[src/include/vseq_defines.svh]
////////////////////////////////////////////////////////////
// Vector sequencer sizing
// Instruction ID count, register file size and unit queue depths
////////////////////////////////////////////////////////////

`ifndef VSEQ_DEFINES_SVH
`define VSEQ_DEFINES_SVH

// Instruction IDs that can be in flight at the same time
`define VSEQ_NR_VINSN 4

// Architectural vector registers
`define VSEQ_NR_VREGS 32

// Instruction queue depth of each functional unit
`define VSEQ_ALU_DEPTH 2
`define VSEQ_MUL_DEPTH 2
`define VSEQ_LD_DEPTH 1
`define VSEQ_ST_DEPTH 1

// Occupancy counter width, large enough to hold the deepest queue
`define VSEQ_CNT_W 2

// Width of a scalar operand or a scalar result
`define VSEQ_XLEN 32

`endif

[src/logic/vseq_pkg.sv]
////////////////////////////////////////////////////////////
// Vector sequencer package
// Shared types, opcode and unit encodings, opcode decoding
////////////////////////////////////////////////////////////

`include "vseq_defines.svh"

package vseq_pkg;

  // Real functional units, UNIT_NONE is not counted
  localparam int unsigned NR_UNITS = 4;

  typedef logic [$clog2(`VSEQ_NR_VINSN)-1:0] vid_t;
  typedef logic [$clog2(`VSEQ_NR_VREGS)-1:0] vreg_t;
  typedef logic [`VSEQ_CNT_W-1:0] cnt_t;

  // The real units come first, so their encoding indexes per-unit arrays
  typedef enum logic [2:0] {
    UNIT_ALU,
    UNIT_MUL,
    UNIT_LOAD,
    UNIT_STORE,
    UNIT_NONE
  } vseq_unit_e;

  typedef enum logic [2:0] {
    VADD,
    VSUB,
    VAND,
    VMUL,
    VMACC,
    VLE,
    VSE,
    VMVXS
  } vseq_op_e;

  typedef enum logic {
    IDLE,
    WAIT
  } seq_state_e;

  // Unit that executes an opcode
  // The scalar move has no queue of its own and maps to UNIT_NONE
  function automatic vseq_unit_e vseq_op_unit(vseq_op_e op);
    vseq_unit_e unit;
    case (op)
      VADD, VSUB, VAND: unit = UNIT_ALU;
      VMUL, VMACC:      unit = UNIT_MUL;
      VLE:              unit = UNIT_LOAD;
      VSE:              unit = UNIT_STORE;
      default:          unit = UNIT_NONE;
    endcase
    return unit;
  endfunction

endpackage

[src/logic/vseq_id_tracker.sv]
////////////////////////////////////////////////////////////
// Instruction ID tracker
// Running-ID vector, lowest free ID and idle flag
////////////////////////////////////////////////////////////

`timescale 1ns/1ns

`include "vseq_defines.svh"

module vseq_id_tracker (
  input  logic                                    clk_i,
  input  logic                                    rst_ni,
  input  logic                                    alloc_i,
  input  logic [vseq_pkg::NR_UNITS-1:0]           unit_done_i,
  input  vseq_pkg::vid_t [vseq_pkg::NR_UNITS-1:0] unit_done_id_i,
  output vseq_pkg::vid_t                          free_id_o,
  output logic                                    full_o,
  output logic [`VSEQ_NR_VINSN-1:0]               running_o,
  output logic                                    idle_o
);

  import vseq_pkg::*;

  // A set bit marks an ID that was issued and has not completed yet
  logic [`VSEQ_NR_VINSN-1:0] running_d, running_q;
  logic [`VSEQ_NR_VINSN-1:0] done_mask;

  // Every unit can retire one ID per cycle, gather them into one mask
  always_comb begin
    done_mask = '0;
    for (int unsigned u = 0; u < NR_UNITS; u++) begin
      if (unit_done_i[u]) begin
        done_mask[unit_done_id_i[u]] = 1'b1;
      end
    end
  end

  // Priority scan from the top down, so the lowest clear bit wins
  // The scan looks at the registered vector only, which keeps ready free of done paths
  always_comb begin
    free_id_o = '0;
    full_o    = 1'b1;
    for (int i = `VSEQ_NR_VINSN - 1; i >= 0; i--) begin
      if (!running_q[i]) begin
        free_id_o = vid_t'(i);
        full_o    = 1'b0;
      end
    end
  end

  // Retire first, then allocate, the allocated ID is never one being retired
  always_comb begin
    running_d = running_q & ~done_mask;
    if (alloc_i) begin
      running_d[free_id_o] = 1'b1;
    end
  end

  always_ff @(posedge clk_i or negedge rst_ni) begin
    if (!rst_ni) begin
      running_q <= '0;
    end else begin
      running_q <= running_d;
    end
  end

  assign running_o = running_q;
  assign idle_o    = ~|running_q;

endmodule

[src/logic/vseq_hazard_check.sv]
////////////////////////////////////////////////////////////
// Register hazard check
// Tracks the writers of every vector register and builds the
// dependency vector of the incoming instruction (RAW and WAW)
////////////////////////////////////////////////////////////

`timescale 1ns/1ns

`include "vseq_defines.svh"

module vseq_hazard_check (
  input  logic                      clk_i,
  input  logic                      rst_ni,
  input  logic                      record_i,
  input  vseq_pkg::vid_t            new_id_i,
  input  vseq_pkg::vreg_t           vs1_i,
  input  vseq_pkg::vreg_t           vs2_i,
  input  vseq_pkg::vreg_t           vd_i,
  input  logic                      use_vs1_i,
  input  logic                      use_vs2_i,
  input  logic                      use_vd_i,
  input  logic [`VSEQ_NR_VINSN-1:0] running_i,
  output logic [`VSEQ_NR_VINSN-1:0] deps_o
);

  //////////////////////////////////////////////////////////
  // Writer list
  //////////////////////////////////////////////////////////

  // Row r holds one bit per ID, set while that ID writes register r
  logic [`VSEQ_NR_VREGS-1:0][`VSEQ_NR_VINSN-1:0] write_list_d, write_list_q;

  // Writers of each source, with finished instructions masked off
  logic [`VSEQ_NR_VINSN-1:0] live_vs1;
  logic [`VSEQ_NR_VINSN-1:0] live_vs2;
  logic [`VSEQ_NR_VINSN-1:0] live_vd;

  assign live_vs1 = write_list_q[vs1_i] & running_i;
  assign live_vs2 = write_list_q[vs2_i] & running_i;
  assign live_vd  = write_list_q[vd_i] & running_i;

  // A read of vs1 or vs2 gives RAW, a match on vd gives WAW
  // The same bit covers both, the units only need to know whom to wait for
  assign deps_o = ({`VSEQ_NR_VINSN{use_vs1_i}} & live_vs1) |
                  ({`VSEQ_NR_VINSN{use_vs2_i}} & live_vs2) |
                  ({`VSEQ_NR_VINSN{use_vd_i}} & live_vd);

  //////////////////////////////////////////////////////////
  // List update
  //////////////////////////////////////////////////////////

  // Stale writers are dropped every cycle before the new one is marked
  // A reused ID therefore never inherits the registers of its previous owner
  always_comb begin
    for (int unsigned r = 0; r < `VSEQ_NR_VREGS; r++) begin
      write_list_d[r] = write_list_q[r] & running_i;
    end
    // Older writers of vd stay listed, so later readers wait for all of them
    if (record_i && use_vd_i) begin
      write_list_d[vd_i][new_id_i] = 1'b1;
    end
  end

  always_ff @(posedge clk_i or negedge rst_ni) begin
    if (!rst_ni) begin
      write_list_q <= '0;
    end else begin
      write_list_q <= write_list_d;
    end
  end

endmodule

[src/logic/vseq_unit_credits.sv]
////////////////////////////////////////////////////////////
// Unit queue credits
// One occupancy counter per functional unit and its ready flag
////////////////////////////////////////////////////////////

`timescale 1ns/1ns

`include "vseq_defines.svh"

module vseq_unit_credits (
  input  logic                          clk_i,
  input  logic                          rst_ni,
  input  logic                          accept_i,
  input  vseq_pkg::vseq_unit_e          accept_unit_i,
  input  logic [vseq_pkg::NR_UNITS-1:0] unit_done_i,
  output logic [vseq_pkg::NR_UNITS-1:0] unit_ready_o
);

  import vseq_pkg::*;

  // Queue depth of each unit, in the order of the unit encoding
  localparam int unsigned UNIT_DEPTH [NR_UNITS] = '{
    `VSEQ_ALU_DEPTH,
    `VSEQ_MUL_DEPTH,
    `VSEQ_LD_DEPTH,
    `VSEQ_ST_DEPTH
  };

  cnt_t [NR_UNITS-1:0] cnt_q;

  for (genvar u = 0; u < NR_UNITS; u++) begin : gen_unit_cnt
    logic cnt_up;
    logic cnt_down;

    // An accepted instruction takes a slot, a done pulse gives it back
    assign cnt_up   = accept_i && (accept_unit_i == vseq_unit_e'(u));
    assign cnt_down = unit_done_i[u];

    // Up and down in the same cycle cancel out
    always_ff @(posedge clk_i or negedge rst_ni) begin
      if (!rst_ni) begin
        cnt_q[u] <= '0;
      end else begin
        case ({cnt_up, cnt_down})
          2'b10:   cnt_q[u] <= cnt_q[u] + cnt_t'(1);
          2'b01:   cnt_q[u] <= cnt_q[u] - cnt_t'(1);
          default: cnt_q[u] <= cnt_q[u];
        endcase
      end
    end

    // Room is left while the count is below the depth
    assign unit_ready_o[u] = cnt_q[u] < cnt_t'(UNIT_DEPTH[u]);
  end

endmodule

[src/logic/vseq_issue_ctrl.sv]
////////////////////////////////////////////////////////////
// Issue control
// IDLE/WAIT FSM, request acceptance, issue register and
// forwarding of the scalar move result
////////////////////////////////////////////////////////////

`timescale 1ns/1ns

`include "vseq_defines.svh"

module vseq_issue_ctrl (
  input  logic                          clk_i,
  input  logic                          rst_ni,
  input  logic                          req_valid_i,
  input  vseq_pkg::vseq_op_e            req_op_i,
  input  vseq_pkg::vreg_t               req_vs1_i,
  input  vseq_pkg::vreg_t               req_vs2_i,
  input  vseq_pkg::vreg_t               req_vd_i,
  input  logic                          req_use_vs1_i,
  input  logic                          req_use_vs2_i,
  input  logic                          req_use_vd_i,
  input  logic [`VSEQ_XLEN-1:0]         req_scalar_i,
  output logic                          req_ready_o,
  input  vseq_pkg::vid_t                free_id_i,
  input  logic                          full_i,
  input  logic [vseq_pkg::NR_UNITS-1:0] unit_ready_i,
  input  logic [`VSEQ_NR_VINSN-1:0]     deps_i,
  input  logic                          scalar_resp_valid_i,
  input  logic [`VSEQ_XLEN-1:0]         scalar_resp_i,
  output logic                          accept_o,
  output vseq_pkg::vseq_unit_e          accept_unit_o,
  output logic                          pe_valid_o,
  output vseq_pkg::vseq_op_e            pe_op_o,
  output vseq_pkg::vseq_unit_e          pe_unit_o,
  output vseq_pkg::vid_t                pe_id_o,
  output vseq_pkg::vreg_t               pe_vs1_o,
  output vseq_pkg::vreg_t               pe_vs2_o,
  output vseq_pkg::vreg_t               pe_vd_o,
  output logic [`VSEQ_XLEN-1:0]         pe_scalar_o,
  output logic [`VSEQ_NR_VINSN-1:0]     pe_deps_o,
  output logic                          resp_valid_o,
  output logic [`VSEQ_XLEN-1:0]         resp_data_o
);

  import vseq_pkg::*;

  seq_state_e state_d, state_q;
  vseq_unit_e req_unit;
  logic       unit_ok;
  logic       req_fire;

  assign req_unit = vseq_op_unit(req_op_i);

  // Only a real unit can be out of queue slots
  always_comb begin
    unit_ok = 1'b1;
    for (int unsigned u = 0; u < NR_UNITS; u++) begin
      if (req_unit == vseq_unit_e'(u)) begin
        unit_ok = unit_ready_i[u];
      end
    end
  end

  // Ready depends on registered state only, never on req_valid_i
  assign req_ready_o = (state_q == IDLE) && !full_i && unit_ok;
  assign req_fire    = req_valid_i && req_ready_o;

  // A scalar move is issued but holds neither an ID nor a queue slot,
  // since no unit ever reports it done
  assign accept_o      = req_fire && (req_unit != UNIT_NONE);
  assign accept_unit_o = req_unit;

  //////////////////////////////////////////////////////////
  // FSM
  //////////////////////////////////////////////////////////

  always_comb begin
    state_d      = state_q;
    resp_valid_o = 1'b0;
    resp_data_o  = '0;
    case (state_q)
      IDLE: begin
        // The dispatcher waits for the scalar result of a move
        if (req_fire && (req_unit == UNIT_NONE)) begin
          state_d = WAIT;
        end
      end
      WAIT: begin
        // Result goes straight through in the cycle it shows up
        if (scalar_resp_valid_i) begin
          resp_valid_o = 1'b1;
          resp_data_o  = scalar_resp_i;
          state_d      = IDLE;
        end
      end
      default: state_d = IDLE;
    endcase
  end

  always_ff @(posedge clk_i or negedge rst_ni) begin
    if (!rst_ni) begin
      state_q    <= IDLE;
      pe_valid_o <= 1'b0;
    end else begin
      state_q    <= state_d;
      // Units always take the issue, so this is a single-cycle pulse
      pe_valid_o <= req_fire;
    end
  end

  // Issue payload, only meaningful while pe_valid_o is high
  always_ff @(posedge clk_i) begin
    if (req_fire) begin
      pe_op_o     <= req_op_i;
      pe_unit_o   <= req_unit;
      pe_id_o     <= free_id_i;
      pe_vs1_o    <= req_vs1_i;
      pe_vs2_o    <= req_vs2_i;
      pe_vd_o     <= req_vd_i;
      pe_scalar_o <= req_scalar_i;
      pe_deps_o   <= deps_i;
    end
  end

endmodule

[src/logic/vseq_top.sv]
////////////////////////////////////////////////////////////
// Vector instruction sequencer
// Accepts decoded instructions, assigns IDs, resolves register
// dependencies and unit queue room, issues to the units
////////////////////////////////////////////////////////////

`timescale 1ns/1ns

`include "vseq_defines.svh"

module vseq_top (
  input  logic                                    clk_i,
  input  logic                                    rst_ni,
  // Dispatcher request
  input  logic                                    req_valid_i,
  input  vseq_pkg::vseq_op_e                      req_op_i,
  input  vseq_pkg::vreg_t                         req_vs1_i,
  input  vseq_pkg::vreg_t                         req_vs2_i,
  input  vseq_pkg::vreg_t                         req_vd_i,
  input  logic                                    req_use_vs1_i,
  input  logic                                    req_use_vs2_i,
  input  logic                                    req_use_vd_i,
  input  logic [`VSEQ_XLEN-1:0]                   req_scalar_i,
  output logic                                    req_ready_o,
  // Issue to the units
  output logic                                    pe_valid_o,
  output vseq_pkg::vseq_op_e                      pe_op_o,
  output vseq_pkg::vseq_unit_e                    pe_unit_o,
  output vseq_pkg::vid_t                          pe_id_o,
  output vseq_pkg::vreg_t                         pe_vs1_o,
  output vseq_pkg::vreg_t                         pe_vs2_o,
  output vseq_pkg::vreg_t                         pe_vd_o,
  output logic [`VSEQ_XLEN-1:0]                   pe_scalar_o,
  output logic [`VSEQ_NR_VINSN-1:0]               pe_deps_o,
  // Completions from the units
  input  logic [vseq_pkg::NR_UNITS-1:0]           unit_done_i,
  input  vseq_pkg::vid_t [vseq_pkg::NR_UNITS-1:0] unit_done_id_i,
  // Scalar move result and status
  input  logic                                    scalar_resp_valid_i,
  input  logic [`VSEQ_XLEN-1:0]                   scalar_resp_i,
  output logic                                    resp_valid_o,
  output logic [`VSEQ_XLEN-1:0]                   resp_data_o,
  output logic                                    idle_o
);

  import vseq_pkg::*;

  vid_t                      free_id;
  logic                      id_full;
  logic [`VSEQ_NR_VINSN-1:0] running;
  logic [`VSEQ_NR_VINSN-1:0] deps;
  logic [NR_UNITS-1:0]       unit_ready;
  logic                      accept;
  vseq_unit_e                accept_unit;

  vseq_id_tracker i_id_tracker (
    .clk_i          (clk_i),
    .rst_ni         (rst_ni),
    .alloc_i        (accept),
    .unit_done_i    (unit_done_i),
    .unit_done_id_i (unit_done_id_i),
    .free_id_o      (free_id),
    .full_o         (id_full),
    .running_o      (running),
    .idle_o         (idle_o)
  );

  // The request fields feed the hazard check directly, deps is ready before acceptance
  vseq_hazard_check i_hazard_check (
    .clk_i     (clk_i),
    .rst_ni    (rst_ni),
    .record_i  (accept),
    .new_id_i  (free_id),
    .vs1_i     (req_vs1_i),
    .vs2_i     (req_vs2_i),
    .vd_i      (req_vd_i),
    .use_vs1_i (req_use_vs1_i),
    .use_vs2_i (req_use_vs2_i),
    .use_vd_i  (req_use_vd_i),
    .running_i (running),
    .deps_o    (deps)
  );

  vseq_unit_credits i_unit_credits (
    .clk_i         (clk_i),
    .rst_ni        (rst_ni),
    .accept_i      (accept),
    .accept_unit_i (accept_unit),
    .unit_done_i   (unit_done_i),
    .unit_ready_o  (unit_ready)
  );

  vseq_issue_ctrl i_issue_ctrl (
    .clk_i               (clk_i),
    .rst_ni              (rst_ni),
    .req_valid_i         (req_valid_i),
    .req_op_i            (req_op_i),
    .req_vs1_i           (req_vs1_i),
    .req_vs2_i           (req_vs2_i),
    .req_vd_i            (req_vd_i),
    .req_use_vs1_i       (req_use_vs1_i),
    .req_use_vs2_i       (req_use_vs2_i),
    .req_use_vd_i        (req_use_vd_i),
    .req_scalar_i        (req_scalar_i),
    .req_ready_o         (req_ready_o),
    .free_id_i           (free_id),
    .full_i              (id_full),
    .unit_ready_i        (unit_ready),
    .deps_i              (deps),
    .scalar_resp_valid_i (scalar_resp_valid_i),
    .scalar_resp_i       (scalar_resp_i),
    .accept_o            (accept),
    .accept_unit_o       (accept_unit),
    .pe_valid_o          (pe_valid_o),
    .pe_op_o             (pe_op_o),
    .pe_unit_o           (pe_unit_o),
    .pe_id_o             (pe_id_o),
    .pe_vs1_o            (pe_vs1_o),
    .pe_vs2_o            (pe_vs2_o),
    .pe_vd_o             (pe_vd_o),
    .pe_scalar_o         (pe_scalar_o),
    .pe_deps_o           (pe_deps_o),
    .resp_valid_o        (resp_valid_o),
    .resp_data_o         (resp_data_o)
  );

endmodule

[config.mk]
export PLATFORM = sky130hd
export DESIGN_NAME = vseq_top
export DESIGN_NICKNAME = d
export VERILOG_FILES = /design/src/logic/vseq_pkg.sv /design/src/logic/vseq_id_tracker.sv /design/src/logic/vseq_hazard_check.sv /design/src/logic/vseq_unit_credits.sv /design/src/logic/vseq_issue_ctrl.sv /design/src/logic/vseq_top.sv
export VERILOG_INCLUDE_DIRS = /design/src /design/src/include
export SDC_FILE = /design/constraint.sdc
export NUM_CORES = 1
export LEC_CHECK = 0
export ABC_AREA = 1
export BUFFER_PORTS_ARGS = -buffer_cell sky130_fd_sc_hd__clkbuf_2
export CAP_MARGIN = 15
export CORE_MARGIN = 2
export CORE_UTILIZATION = 58
export CTS_CLUSTER_SIZE = 14
export DETAILED_ROUTE_END_ITERATION = 7
export PLACE_DENSITY = 0.88
export REMOVE_ABC_BUFFERS = 1
export SYNTH_ARGS = -nofsm -noshare
export SYNTH_HDL_FRONTEND = slang
export SYNTH_SLANG_ARGS = --single-unit
[constraint.sdc]
create_clock -name clk_i -period 4.4 [get_ports clk_i]
set_input_delay 0.88 -clock clk_i [delete_from_list [all_inputs] [get_ports clk_i]]
set_output_delay 0.88 -clock clk_i [all_outputs]
set_load 0.01 [all_outputs]
; ---- After elaboration in Yosys (flattened, before gate mapping)
; Cells that the tools add are included.
[word_totals]
elab_cells = 215
register_bits = 201
inputBits = 101
output_inout_bits = 95
[op_classes]
addsub = 8
muxes = 48
reduce_logical = 27
n_eq_ne = 19
bitwise = 48
magnitude_cmp = 18
[ops]
columns = operator, n
row1 = $and 4x4->4, 39
row2 = $mux 128, 1
row3 = $or 128x128->128, 1
row4 = $mux 32, 2
row5 = $bmux 4 s5, 3
row6 = $mux 4, 9
row7 = $or 4x4->4, 6
row8 = $demux 4 s5, 1
row9 = $lt 5x6->1 const B, 3
row10 = $mux 1, 17
row11 = $logic_and 1x1->1, 16
row12 = $pmux 2 s2, 4
row13 = $lt 2x3->1 const B, 5
row14 = $eq 3x2->1 const B, 4
row15 = $eq 3x3->1 const B, 4
row16 = $pmux 3 s4, 1
row17 = $demux 1 s2, 5
row18 = $ge 2x1->1 const B, 5
row19 = $add 2x1->2 const B, 4
row20 = $eq 2x1->1 const B, 4
row21 = $eq 2x2->1 const B, 4
row22 = $mux 2, 4
row23 = $reduce_bool 2->1, 4
row24 = $sub 2x1->2 const B, 4
row25 = other kinds (13), 18

; ---- Longest topological paths before layout
; Gate-level depths: netlist of run 1.
[depth]
depth_word = 15
ltp_mapped = 14
depth_no_buf = 13

; ---- Cells and area by module
; A second synthesis of run 1 with hierarchy kept.
[unflattened]
hier_cells = 1617
area_unflattened_um2 = 11498.5
[modules_own_cells]
columns = mod, cells_per_inst, n_inst, area_per_inst_um2
row1 = vseq_hazard_check, 1325, 1, 8384.3
row2 = vseq_issue_ctrl, 165, 1, 2243.4
row3 = vseq_unit_credits, 63, 1, 504.2
row4 = vseq_id_tracker, 64, 1, 366.6

; ---- Worst setup path after synthesis of run 1
; OpenSTA, ideal clock, no wires.
[synth_timing]
path_type = input-to-reg
startpoint = in req_op_i[1]
endpoint = reg i_unit_credits.cnt_q[1] in the netlist's numbering
arrival_ps = 3739
n_path_buf = 0
stages = 10
setup_ps = 124
path_slack_ps = 537
required_time_ps = 4276
cell_sequence = a21oi_1 > nor2_1 > nand2_1 > o211ai_2 > nor3_4 > nand2_1 > ha_1 > a21oi_1 > o21ai_0 > xnor2_1
[synth_via]
elab_chain_len = 14
[synth_lines]
columns = item, line_no
row1 = "start, declared", vseq_top.sv:16  ; input vseq_pkg::vseq_op_e req_op_i,
row2 = $eq 3x1->1 (tied with other cells), vseq_pkg.sv:46  ; case (op)
row3 = $reduce_or 3->1 or $reduce_or 2->1 (tied branches), vseq_pkg.sv:46
row4 = $pmux 3 s4 *, vseq_pkg.sv:46
row5 = $logic_not 3->1, vseq_issue_ctrl.sv:58  ; if (req_unit == vseq_unit_e'(u)) begin
row6 = $mux 1 (3 in a row), vseq_issue_ctrl.sv:58
row7 = $mux 1 *, vseq_issue_ctrl.sv:58
row8 = $logic_and 1x1->1 *, vseq_issue_ctrl.sv:65  ; assign req_ready_o = (state_q == IDLE) && !full_i && unit_ok;
row9 = $logic_and 1x1->1 *, vseq_issue_ctrl.sv:66  ; assign req_fire = req_valid_i && req_ready_o;
row10 = via i_issue_ctrl.req_fire, vseq_issue_ctrl.sv:50  ; logic req_fire;
row11 = $logic_and 1x1->1 *, vseq_issue_ctrl.sv:70  ; assign accept_o = req_fire && (req_unit != UNIT_NONE);
row12 = $logic_and 1x1->1 *, vseq_unit_credits.sv:36  ; assign cnt_up = accept_i && (accept_unit_i == vseq_unit_e'(u));
row13 = $eq 2x1->1 or $eq 2x2->1 (tied branches), vseq_unit_credits.sv:44  ; case ({cnt_up, cnt_down})
row14 = $pmux 2 s2 or $reduce_bool 2->1 (tied branches), -
row15 = "end signal, assigned by index", vseq_unit_credits.sv:45  ; 2'b10: cnt_q[u] <= cnt_q[u] + cnt_t'(1);
row16 = "end signal, assigned by index", vseq_unit_credits.sv:46  ; 2'b01: cnt_q[u] <= cnt_q[u] - cnt_t'(1);
row17 = "end signal, assigned by index", vseq_unit_credits.sv:47  ; default: cnt_q[u] <= cnt_q[u];
row18 = "end, declared", vseq_unit_credits.sv:29  ; cnt_t [NR_UNITS-1:0] cnt_q;
; Mark *: on every way through the listed nets, which the timed path passes. The rest lies on a longest branch.
; A chain may end at the register's enable or synchronous reset.

; ---- Final worst setup path of run 1
[layout_timing]
startpoint = in scalar_resp_valid_i
endpoint = out resp_data_o[26]
[layout_via]
elab_chain_len = 2
[layout_lines]
columns = item, line_no
row1 = "start, declared", vseq_top.sv:39  ; input logic scalar_resp_valid_i,
row2 = $mux 32, vseq_issue_ctrl.sv:90  ; if (scalar_resp_valid_i) begin
row3 = $mux 32, vseq_issue_ctrl.sv:81  ; case (state_q)
row4 = "end, declared", vseq_top.sv:42  ; output logic [`VSEQ_XLEN-1:0] resp_data_o,
; No other way between the ends.

==> metrics.cfg, run 1 <==
[placed_design]
dpl.hpwl_mm = 27.1
pre_cts_ws_ps = 1160
gp_congestion = 0.937
io_buffers = 195

[sta]
finalHoldViolCount = 0
finalCriticalPeriod_ps = 2890
fin_crit_sh_pct = 65.6
tns_ps = 0
fin_skew_ps = 10.5
fin_ws_ps = 1510
maxSlewViolCount = 0
worst_pin_slew_ps = 1250
rsz0062_at_grt = false
fmax_mhz = 347
setup_violations = 0
slew_headroom_pct = 16.6

[clocking]
cts_buffer_depth = 3
htreeDepth = 1
path_clk_slew_ps = 60
cts.repair.resized = 0
numCtsBuffers = 23
postCtsHoldBufs = 0
clock-sinks = 201
root_buffer = clkbuf_16
post_cts_buffers = 0
cts_tree = built
clk_latency_ps = 520

[drt]
vias = 14561
finalWirelength_mm = 43.4
antenna_left = 0
post_drt_wl_per_cell_um = 18.0
dr.first_iter.drc_count = 2216
drtPass1Iterations = 7
drc = 0
detail_route.vias_per_cell = 6.04

[floorplan]
die_w_um = 154
start_util_pct = 59.3
core_area_um2 = 21900
ios = 196
die_area_um2 = 23600
die_h_um = 154
rows = 54

[global_route]
grt_overflow = 0
grt_usage_pct = 36.3
antenna_found_initial = 0
grt_pass1_wl_mm = 70.2
grt_pass1_vias = 14076
grt_max_degree = 131

[logic_synthesis]
postSynthAreaPerCell_um2 = 6.53
yosys_warnings = 0
synth_area_leaders = dfrtp_1, nand2_1, nand3_1, edfxtp_1, inv_1
synthFlopType = dfrtp_1
ys_ff_latch = 201
synth_edf_count = 59
async_flop_share_pct = 70.6
synth_area_leader_cell = dfrtp_1
synth_top_cell_area_share_pct = 27.4
ys_seq_area_share_pct = 41.0
yosysUniqueCellTypes = 29
syn_area_um2 = 13000
syn_inst = 1989

[critical_path]
crit_family = simple AND/OR/NAND/NOR gates
cpMostUsedCell = clkbuf_2
crit_chain = clkbuf_2, nand2_1, nor2_1, clkbuf_2
crit_fanout = 23
worstSetupPathType = primary input to output port
max_stage_delay_ps = 430
cp_slowest_cell = nor2_1
cp_num_buf_inv = 2
end_kind = output port
setup.worst_path.start_class = primary input
worstPathRequired_ps = 3520
arrival_ps = 2010

[pwr]
p_seq_share_pct = 39.8
internal-power_mw = 3.67
p_per_area_nw_per_um2 = 373
switching_share_pct = 33.6
combPwrFrac_pct = 23.4
clockPowerShare_pct = 36.7
p_leak_nw = 7.77
switching_power_mw = 1.86
peakVddDrop_uv = 367

[layout]
drive_above_1_share_pct = 13.4
final_cell_mix = nand2_1, nand3_1, clkbuf_2
fin_nets = 2219
syn2layout_area_growth_pct = 14.0
final_common_cell = nand2_1
antenna_cells = 0
fill_cells = 1846

[flow_run]
maxCapViolations = 0

[hold_path]
hold_path.class = primary input to async pin

[status]
outcome = complete, no violations

## area by class of cell
class                           instances  area [um^2]  share of cell area, %
Clock buffer                           29          638                   4.31
Clock inverter                         13          155                   1.05
Inverter                              166          623                   4.21
Multi-Input combinational cell       1496         6480                   43.7
Sequential cell                       201         5330                   36.0
Tap cell                              280          350                   2.37
Timing Repair Buffer                  224         1240                   8.37
## stage by stage
step | power (mW) | cell area (um^2) | hold WS, ps | cells | util [%]
finish | 5.53 | 14800 | 478 | 2409 | 67.6
global route | 5.72 | 14800 | 504 | 2409 | 67.6
CTS | 5.51 | 14800 | 477 | 2407 | 67.5
floorplan | 2.86 | 12400 | 446 | 1863 | -
global placement | 3.46 | 14000 | 462 | 2365 | 63.9
detailed placement | 3.49 | 14000 | 469 | 2365 | 63.9
## path summary, 6_finish.rpt
kind,cells after the start,slack (ps),end,start
hold reg to reg,1,480,i_unit_credits.cnt_q[4],i_unit_credits.cnt_q[4]
hold / removal,1,480,i_hazard_check.write_list_q[54],rst_ni
setup reg to reg,6,1820,i_hazard_check.write_list_q[30],i_id_tracker.running_o[0]
setup / recovery,4,1510,resp_data_o[26],scalar_resp_valid_i
max in group asynchronous,2,2950,i_hazard_check.write_list_q[107],rst_ni
min in group clk_i,1,480,i_unit_credits.cnt_q[4],i_unit_credits.cnt_q[4]
## worst register-to-register path: cells and delay by family (launching register included)
family / cells / cell delay, ps
DFF: 1 / 430
AOI/OAI and AO/OA: 2 / 390
and+or+nand+nor: 4 / 1640
## state kept, by name (all words and copies together) (netlist names), 4 cells and up
register and flops:
i_hazard_check.write_list_q 128, i_unit_credits.cnt_q 8, i_issue_ctrl.pe_vd_o 5, i_issue_ctrl.pe_deps_o 4, i_issue_ctrl.pe_vs2_o 5, i_issue_ctrl.pe_vs1_o 5
i_issue_ctrl.pe_scalar_o 32, i_id_tracker.running_o 4
## cell families (layout without fill, tap and decap cells)
group	count (synthesis)	in the layout	synth area share, %
buffers and inverters	292	432	9.22
DFF	201	201	41.0
xor gates and xnor gates	8	8	0.540
AOI/OAI and AO/OA	107	107	4.30
adders and majority gates	6	6	0.578
and+or+nand+nor	1375	1375	44.4
## synthesized netlist by cell type, types with 11 or more instances
| master | instances |
|---|---|
| buf_1 | 11 |
| buf_2 | 15 |
| buf_6 | 11 |
| clkbuf_1 | 89 |
| dfrtp_1 | 142 |
| edfxtp_1 | 59 |
| inv_1 | 160 |
| nand2_1 | 873 |
| nand3_1 | 390 |
| nand4_1 | 14 |
| nor2_1 | 86 |
| o21ai_0 | 91 |
## power groups by stage
stage                     sequential, mW  clock (mW)  combinational [mW]
final                               2.20        2.03                1.30
after global routing                2.22        2.12                1.38
after CTS                           2.20        2.04                1.26
after detailed placement            2.23           0                1.26
after global placement              2.23           0                1.23
after floorplan                     2.32           0               0.545
## per-layer routing
metal | routed length [um] | vias up | share of wire [%] | track usage, %
li1 | - | 6591 | - | -
met1 | 15600 | 6567 | 36 | 46.2
met2 | 19200 | 1168 | 44 | 57.2
met3 | 5880 | 235 | 14 | 8.60
met4 | 2670 | 0 | 6.2 | 20.1
met5 | 0 | - | 0 | 0
Power figures use the tool's default switching activity.
==> run 2: changes to the inputs <==
==> constraint.sdc (replaced) <==
create_clock -name clk_i -period 2.8 [get_ports clk_i]
set_input_delay 0.56 -clock clk_i [delete_from_list [all_inputs] [get_ports clk_i]]
set_output_delay 0.56 -clock clk_i [all_outputs]
set_load 0.01 [all_outputs]
==> run 2 against run 1 <==
Wire length is 1.7% lower; clock skew is 2.3 ps higher; sequential power increased by 57%; clock power grew 45%; clock-buffer cell count is 4 higher; via count fell by 0.93%; largest power group unchanged; global-route usage fell by 0.97 points; setup slack got worse by 1200 ps; worst hold slack worse by 260 ps; critical endpoint is now idle_o; cell count rose by 0.83%; sequential share of layout area decreased by 0.43 points.
==> metrics.cfg, run 2 (same netlist as run 1, synthesis figures left out) <==
[status]
outcome = complete, no violations

[global_route]
grt_pass1_vias = 13538  ; -3.8%
grt_overflow = 0  ; unchanged
grt_max_degree = 131  ; unchanged
globalRouteMet3Util_pct = 7.07  ; -1.5 points
antenna_found_initial = 1  ; +1
grt-busiest-layer = met2
use_met1_pct = 46.1  ; about the same
grt_usage_pct = 35.3  ; -0.97 points
grt_pass1_wl_mm = 68.0  ; -3.2%
grt_use_met2_pct = 56.0  ; -1.2 points

[layout]
fill_cells = 1896  ; +2.7%
multi_input_area_um2 = 6480  ; unchanged
final_common_cell = nand2_1
antenna_cells = 0  ; unchanged
largest_register = i_hazard_check.write_list_q
final_cell_mix = nand2_1, nand3_1, clkbuf_2
largest_reg_flops = 128  ; unchanged
regArea_um2 = 5330  ; unchanged
syn2layout_area_growth_pct = 15.4
top_regs = i_hazard_check.write_list_q x128, i_issue_ctrl.pe_scalar_o x32, i_unit_credits.cnt_q x8
fin_nets = 2240  ; +0.95%
drive_above_1_share_pct = 13.9  ; +0.53 points
stdcell_area_um2 = 15000  ; +1.2%

[critical_path]
max_stage_delay_ps = 500  ; +70 ps
crit_family = buffers and inverters
end_kind = output port
worstSetupPathType = flop to output port
ff2ff_path_depth = 8  ; +2
arrival_ps = 1890  ; -120 ps
setup.worst_path.start_class = flop
cp_slowest_cell = nor4_1
crit_fanout = 39  ; +70%
crit_chain = buf_4, nor4_1, clkbuf_2
r2r_slack_ps = 570  ; -1250 ps
cp_num_buf_inv = 2  ; unchanged
worstPathRequired_ps = 2240  ; -1280 ps
crit_cells = 3  ; -1

[pwr]
total_power_mw = 8.45  ; +53%
peakVddDrop_uv = 618  ; +68%
p_per_area_nw_per_um2 = 564  ; +51%
p_leak_nw = 7.86  ; +1.2%

[placed_design]
io_buffers = 195  ; unchanged
place_area_um2 = 14300  ; +1.9%
dpl.hpwl_mm = 27.6  ; +1.7%
gp_congestion = 0.945  ; +0.85%

[clocking]
cts.repair.resized = 0  ; unchanged
post_cts_buffers = 0  ; unchanged
clock-sinks = 201  ; unchanged
cts_tree = built
cts_buffer_depth = 3  ; unchanged
numCtsBuffers = 23  ; unchanged
htreeDepth = 1  ; unchanged
postCtsHoldBufs = 1  ; +1
root_buffer = clkbuf_16
path_clk_slew_ps = 70  ; about the same
clk_latency_ps = 520  ; about the same

[drt]
drc = 0  ; unchanged
post_drt_wl_per_cell_um = 17.5  ; -2.5%
vias = 14426  ; -0.93%
detail_route.vias_per_cell = 5.94  ; -1.7%
drtPass1Iterations = 6  ; -1
dr.first_iter.drc_count = 1923  ; -13%
antenna_left = 0  ; unchanged
finalWirelength_mm = 42.6  ; -1.7%

[flow_run]
maxCapViolations = 0  ; unchanged

[sta]
fmax_mhz = 408
worst_pin_slew_ps = 1070  ; -180 ps
fin_skew_ps = 12.8  ; +2.34 ps
finalHoldViolCount = 0  ; unchanged
slew_headroom_pct = 28.5  ; +12 points
maxSlewViolCount = 0  ; unchanged
rsz0062_at_grt = false
finalCriticalPeriod_ps = 2450
setup_violations = 0  ; unchanged
fin_crit_sh_pct = 87.5

[floorplan]
start_util_pct = 59.3  ; unchanged
ios = 196  ; unchanged
rows = 54  ; unchanged
core_area_um2 = 21900  ; unchanged
die_area_um2 = 23600  ; unchanged
die_w_um = 154  ; unchanged
die_h_um = 154  ; unchanged

[hold_path]
hold_path_depth = 1
hold_path.class = primary input to flop

-- run 2: cell types whose count changed in the layout (fill, tap and decap cells not counted), sizes merged --
cell / before / now
clkinvlp: 0 / 1
inv: 170 / 167
clkinv: 6 / 5
buf: 30 / 50
bufinv: 3 / 1
dlygate4sd3: 0 / 1
clkbuf: 223 / 227
-- run 2: cell type report --
class	count	share of cell area, %
clock buffers	33	4.42
clock inverters	8	0.434
inverters	166	4.16
multi-input cells	1496	43.2
flip-flops and latches	201	35.5
well taps	280	2.34
repair buffers	245	9.91
-- run 2: stage by stage --
step	setup TNS [ps]	instances	hold slack [ps]	utilization [%]	setup slack, ps
after detailed placement	0	2387	472	65.1	338
after floorplan	-133460	1863	264	-	-1290
after global placement	0	2387	461	65.1	482
after global routing	0	2429	210	68.5	241
final	0	2429	214	68.5	350
after CTS	0	2429	204	68.5	330
-- run 2: routing by layer --
| metal | up-vias | wire (um) |
|---|---|---|
| met1 | 6449 | 15300 |
| met2 | 1125 | 18900 |
| met3 | 212 | 5880 |
| li1 | 6638 | - |
| met5 | - | 11 |
| met4 | 2 | 2480 |
-- run 2: where the power goes --
| group | switching [mW] | internal, mW | total (mW) |
|---|---|---|---|
| combinational | 1.49 | 0.583 | 2.07 |
| sequential | 0.119 | 3.33 | 3.45 |
| clock | 1.21 | 1.73 | 2.94 |
-- run 2: final timing paths --
check                                           from                               to
max                        i_id_tracker.running_o[1]                           idle_o
min                                 req_scalar_i[15]     i_issue_ctrl.pe_scalar_o[15]
max reg2reg                i_id_tracker.running_o[1]   i_hazard_check.write_list_q[6]
min reg2reg                  i_unit_credits.cnt_q[4]          i_unit_credits.cnt_q[4]
max in group asynchronous                     rst_ni  i_hazard_check.write_list_q[80]
min in group asynchronous                     rst_ni   i_hazard_check.write_list_q[4]
==> run 3: changes to the inputs <==
--- a/config.mk
+++ b/config.mk
@@ -10,10 +10,10 @@
 export BUFFER_PORTS_ARGS = -buffer_cell sky130_fd_sc_hd__clkbuf_2
 export CAP_MARGIN = 15
 export CORE_MARGIN = 2
-export CORE_UTILIZATION = 58
+export CORE_UTILIZATION = 53
 export CTS_CLUSTER_SIZE = 14
 export DETAILED_ROUTE_END_ITERATION = 7
-export PLACE_DENSITY = 0.88
+export PLACE_DENSITY = 0.85
 export REMOVE_ABC_BUFFERS = 1
 export SYNTH_ARGS = -nofsm -noshare
 export SYNTH_HDL_FRONTEND = slang
==> constraint.sdc (replaced) <==
create_clock -name clk_i -period 2.1 [get_ports clk_i]
set_input_delay 0.42 -clock clk_i [delete_from_list [all_inputs] [get_ports clk_i]]
set_output_delay 0.42 -clock clk_i [all_outputs]
set_load 0.01 [all_outputs]
==> run 3 against run 2 <==
The flow now finishes with violations (negative setup slack); sequential cell count is the same; sequential share of layout area shrank 1.4 points; clock power up 40%; sequential power increased by 33%; first-iteration DRC count down 4.0%; largest cell class unchanged.
==> metrics.cfg, run 3 (same netlist as run 1, synthesis figures left out) <==
[sta]
slew_headroom_pct = 42.0  ; +13 points
maxSlewViolCount = 0  ; unchanged
fmax_mhz = 465
fin_ws_ps = -48.4  ; -398 ps
tns_ps = -48.4  ; -48.4 ps
setup_violations = 1  ; +1
worst_pin_slew_ps = 870  ; -201 ps
finalHoldViolCount = 0  ; unchanged
fin_skew_ps = 25.7  ; +12.9 ps
rsz0062_at_grt = true
fin_crit_sh_pct = 102
whs_ps = 63.1  ; -151 ps
finalCriticalPeriod_ps = 2150

[placed_design]
gp_congestion = 0.956  ; +1.1%
io_buffers = 195  ; unchanged
dpl.hpwl_mm = 28.4  ; +3.2%

[drt]
antenna_left = 0  ; unchanged
post_drt_wl_per_cell_um = 17.3  ; -1.2%
drtPass1Iterations = 6  ; unchanged
vias = 14619  ; +1.3%
dr.first_iter.drc_count = 1847  ; -4.0%
finalWirelength_mm = 43.6  ; +2.4%
detail_route.vias_per_cell = 5.81  ; -2.2%
drc = 0  ; unchanged

[clocking]
root_buffer = clkbuf_16
clock-sinks = 201  ; unchanged
htreeDepth = 1  ; unchanged
cts_tree = built
numCtsBuffers = 23  ; unchanged
path_clk_slew_ps = 60  ; about the same
cts_buffer_depth = 3  ; unchanged
clk_latency_ps = 540  ; +20 ps

[global_route]
grt_max_degree = 82  ; -37%
grt_overflow = 0  ; unchanged
grt_pass1_wl_mm = 70.1  ; +3.1%
grt_pass1_vias = 13968  ; +3.2%
antenna_found_initial = 0  ; -1
grt_usage_pct = 33.5  ; -1.8 points

[layout]
fill_cells = 2139  ; +13%
utilization_pct = 64.5  ; -4.0 points
syn2layout_area_growth_pct = 20.0
regArea_um2 = 5330  ; about the same
final_cell_mix = nand2_1, nand3_1, clkbuf_2
drive_above_1_share_pct = 16.0  ; +2.1 points
antenna_cells = 0  ; unchanged
multi_input_area_um2 = 6520  ; +0.66%
largest_register = i_hazard_check.write_list_q
fin_nets = 2284  ; +2.0%
final_common_cell = nand2_1
top_regs = i_hazard_check.write_list_q x128, i_issue_ctrl.pe_scalar_o x32, i_unit_credits.cnt_q x8
largest_reg_flops = 128  ; unchanged

[critical_path]
arrival_ps = 1730  ; -160 ps
ff2ff_path_depth = 12  ; +4
setup.worst_path.start_class = flop
crit_path_end = idle_o
end_kind = output port
startpoint = i_id_tracker.running_o[1]
crit_fanout = 5  ; -87%
r2r-start = i_id_tracker.running_o[2]
worstPathRequired_ps = 1680  ; -560 ps
r2r-end = i_unit_credits.cnt_q[3]
r2r_slack_ps = 150  ; -420 ps
worstSetupPathType = flop to output port

[status]
outcome = finished, violations left
violations = negative setup slack

[floorplan]
die_w_um = 161  ; +4.5%
ios = 196  ; unchanged
die_h_um = 161  ; +4.5%
core_area_um2 = 24200  ; +10%
rows = 57  ; +5.6%
start_util_pct = 53.7  ; -5.6 points
die_area_um2 = 25800  ; +9.2%

[pwr]
peakVddDrop_uv = 669  ; +8.2%
total_power_mw = 11.8  ; +40%
p_leak_nw = 8.15  ; +3.7%
p_per_area_nw_per_um2 = 758  ; +34%

[hold_path]
hold_path.class = primary input to flop

[flow_run]
maxCapViolations = 0  ; unchanged

-- run 3: layer usage --
metal  wire length [um]  part of all wire [%]  up-vias  track usage (%)
met5                  0                     0        -                0
met4               2510                   5.8        0             18.1
met3               5680                    13      226             6.61
met2              19300                    44     1122             53.1
met1              16200                    37     6559             43.4
li1                   -                     -     6712                -
-- run 3: report_power, final --
part	total [mW]	internal, mW	switching [mW]
logic	3.11	1.00	2.11
registers	4.60	4.44	0.162
clock network	4.11	2.44	1.67
total	11.8	7.87	3.94
-- run 3: repair_timing --
action,in CTS,in global routing
hold buffers,1,0
endpoints found under the setup margin,24,85
hold endpoints to repair,42,0
setup buffers,1,2
pin swaps,1,7
gates resized for setup,3,13
-- run 3: worst min-delay path by stage --
stage	depth (start not counted)	from	to
6_report	1	req_scalar_i[9]	i_issue_ctrl.pe_scalar_o[9]
5_1_grt	1	req_scalar_i[19]	i_issue_ctrl.pe_scalar_o[19]
4_1_cts	1	req_scalar_i[9]	i_issue_ctrl.pe_scalar_o[9]
3_5_place_dp	1	rst_ni	i_unit_credits.cnt_q[0]
3_3_place_gp	1	rst_ni	i_unit_credits.cnt_q[0]
2_1_floorplan	0	rst_ni	i_hazard_check.write_list_q[0]
-- run 3: worst max-delay path: stages, from the launching register on --
cell	delay, ps
dfrtp_1	420
buf_4	180
nor4_4	400
buf_2	210
-- run 3: stage by stage --
step	std cells	setup slack, ps	area (um^2)
4_1_cts	2516	-32.9	15500
3_3_place_gp	2472	-25.0	14700
5_1_grt	2518	-74.2	15600
2_1_floorplan	1863	-1990	12400
6_report	2518	-48.4	15600
3_5_place_dp	2472	-124	14700
-- run 3: final cells by class --
type | instances | share of cell area [%]
Multi-Input combinational cell | 1496 | 41.8
Tap cell | 324 | 2.60
Timing Repair Buffer | 289 | 12.6
Inverter | 166 | 4.00
Sequential cell | 201 | 34.2
Clock buffer | 31 | 3.95
Clock inverter | 11 | 0.907
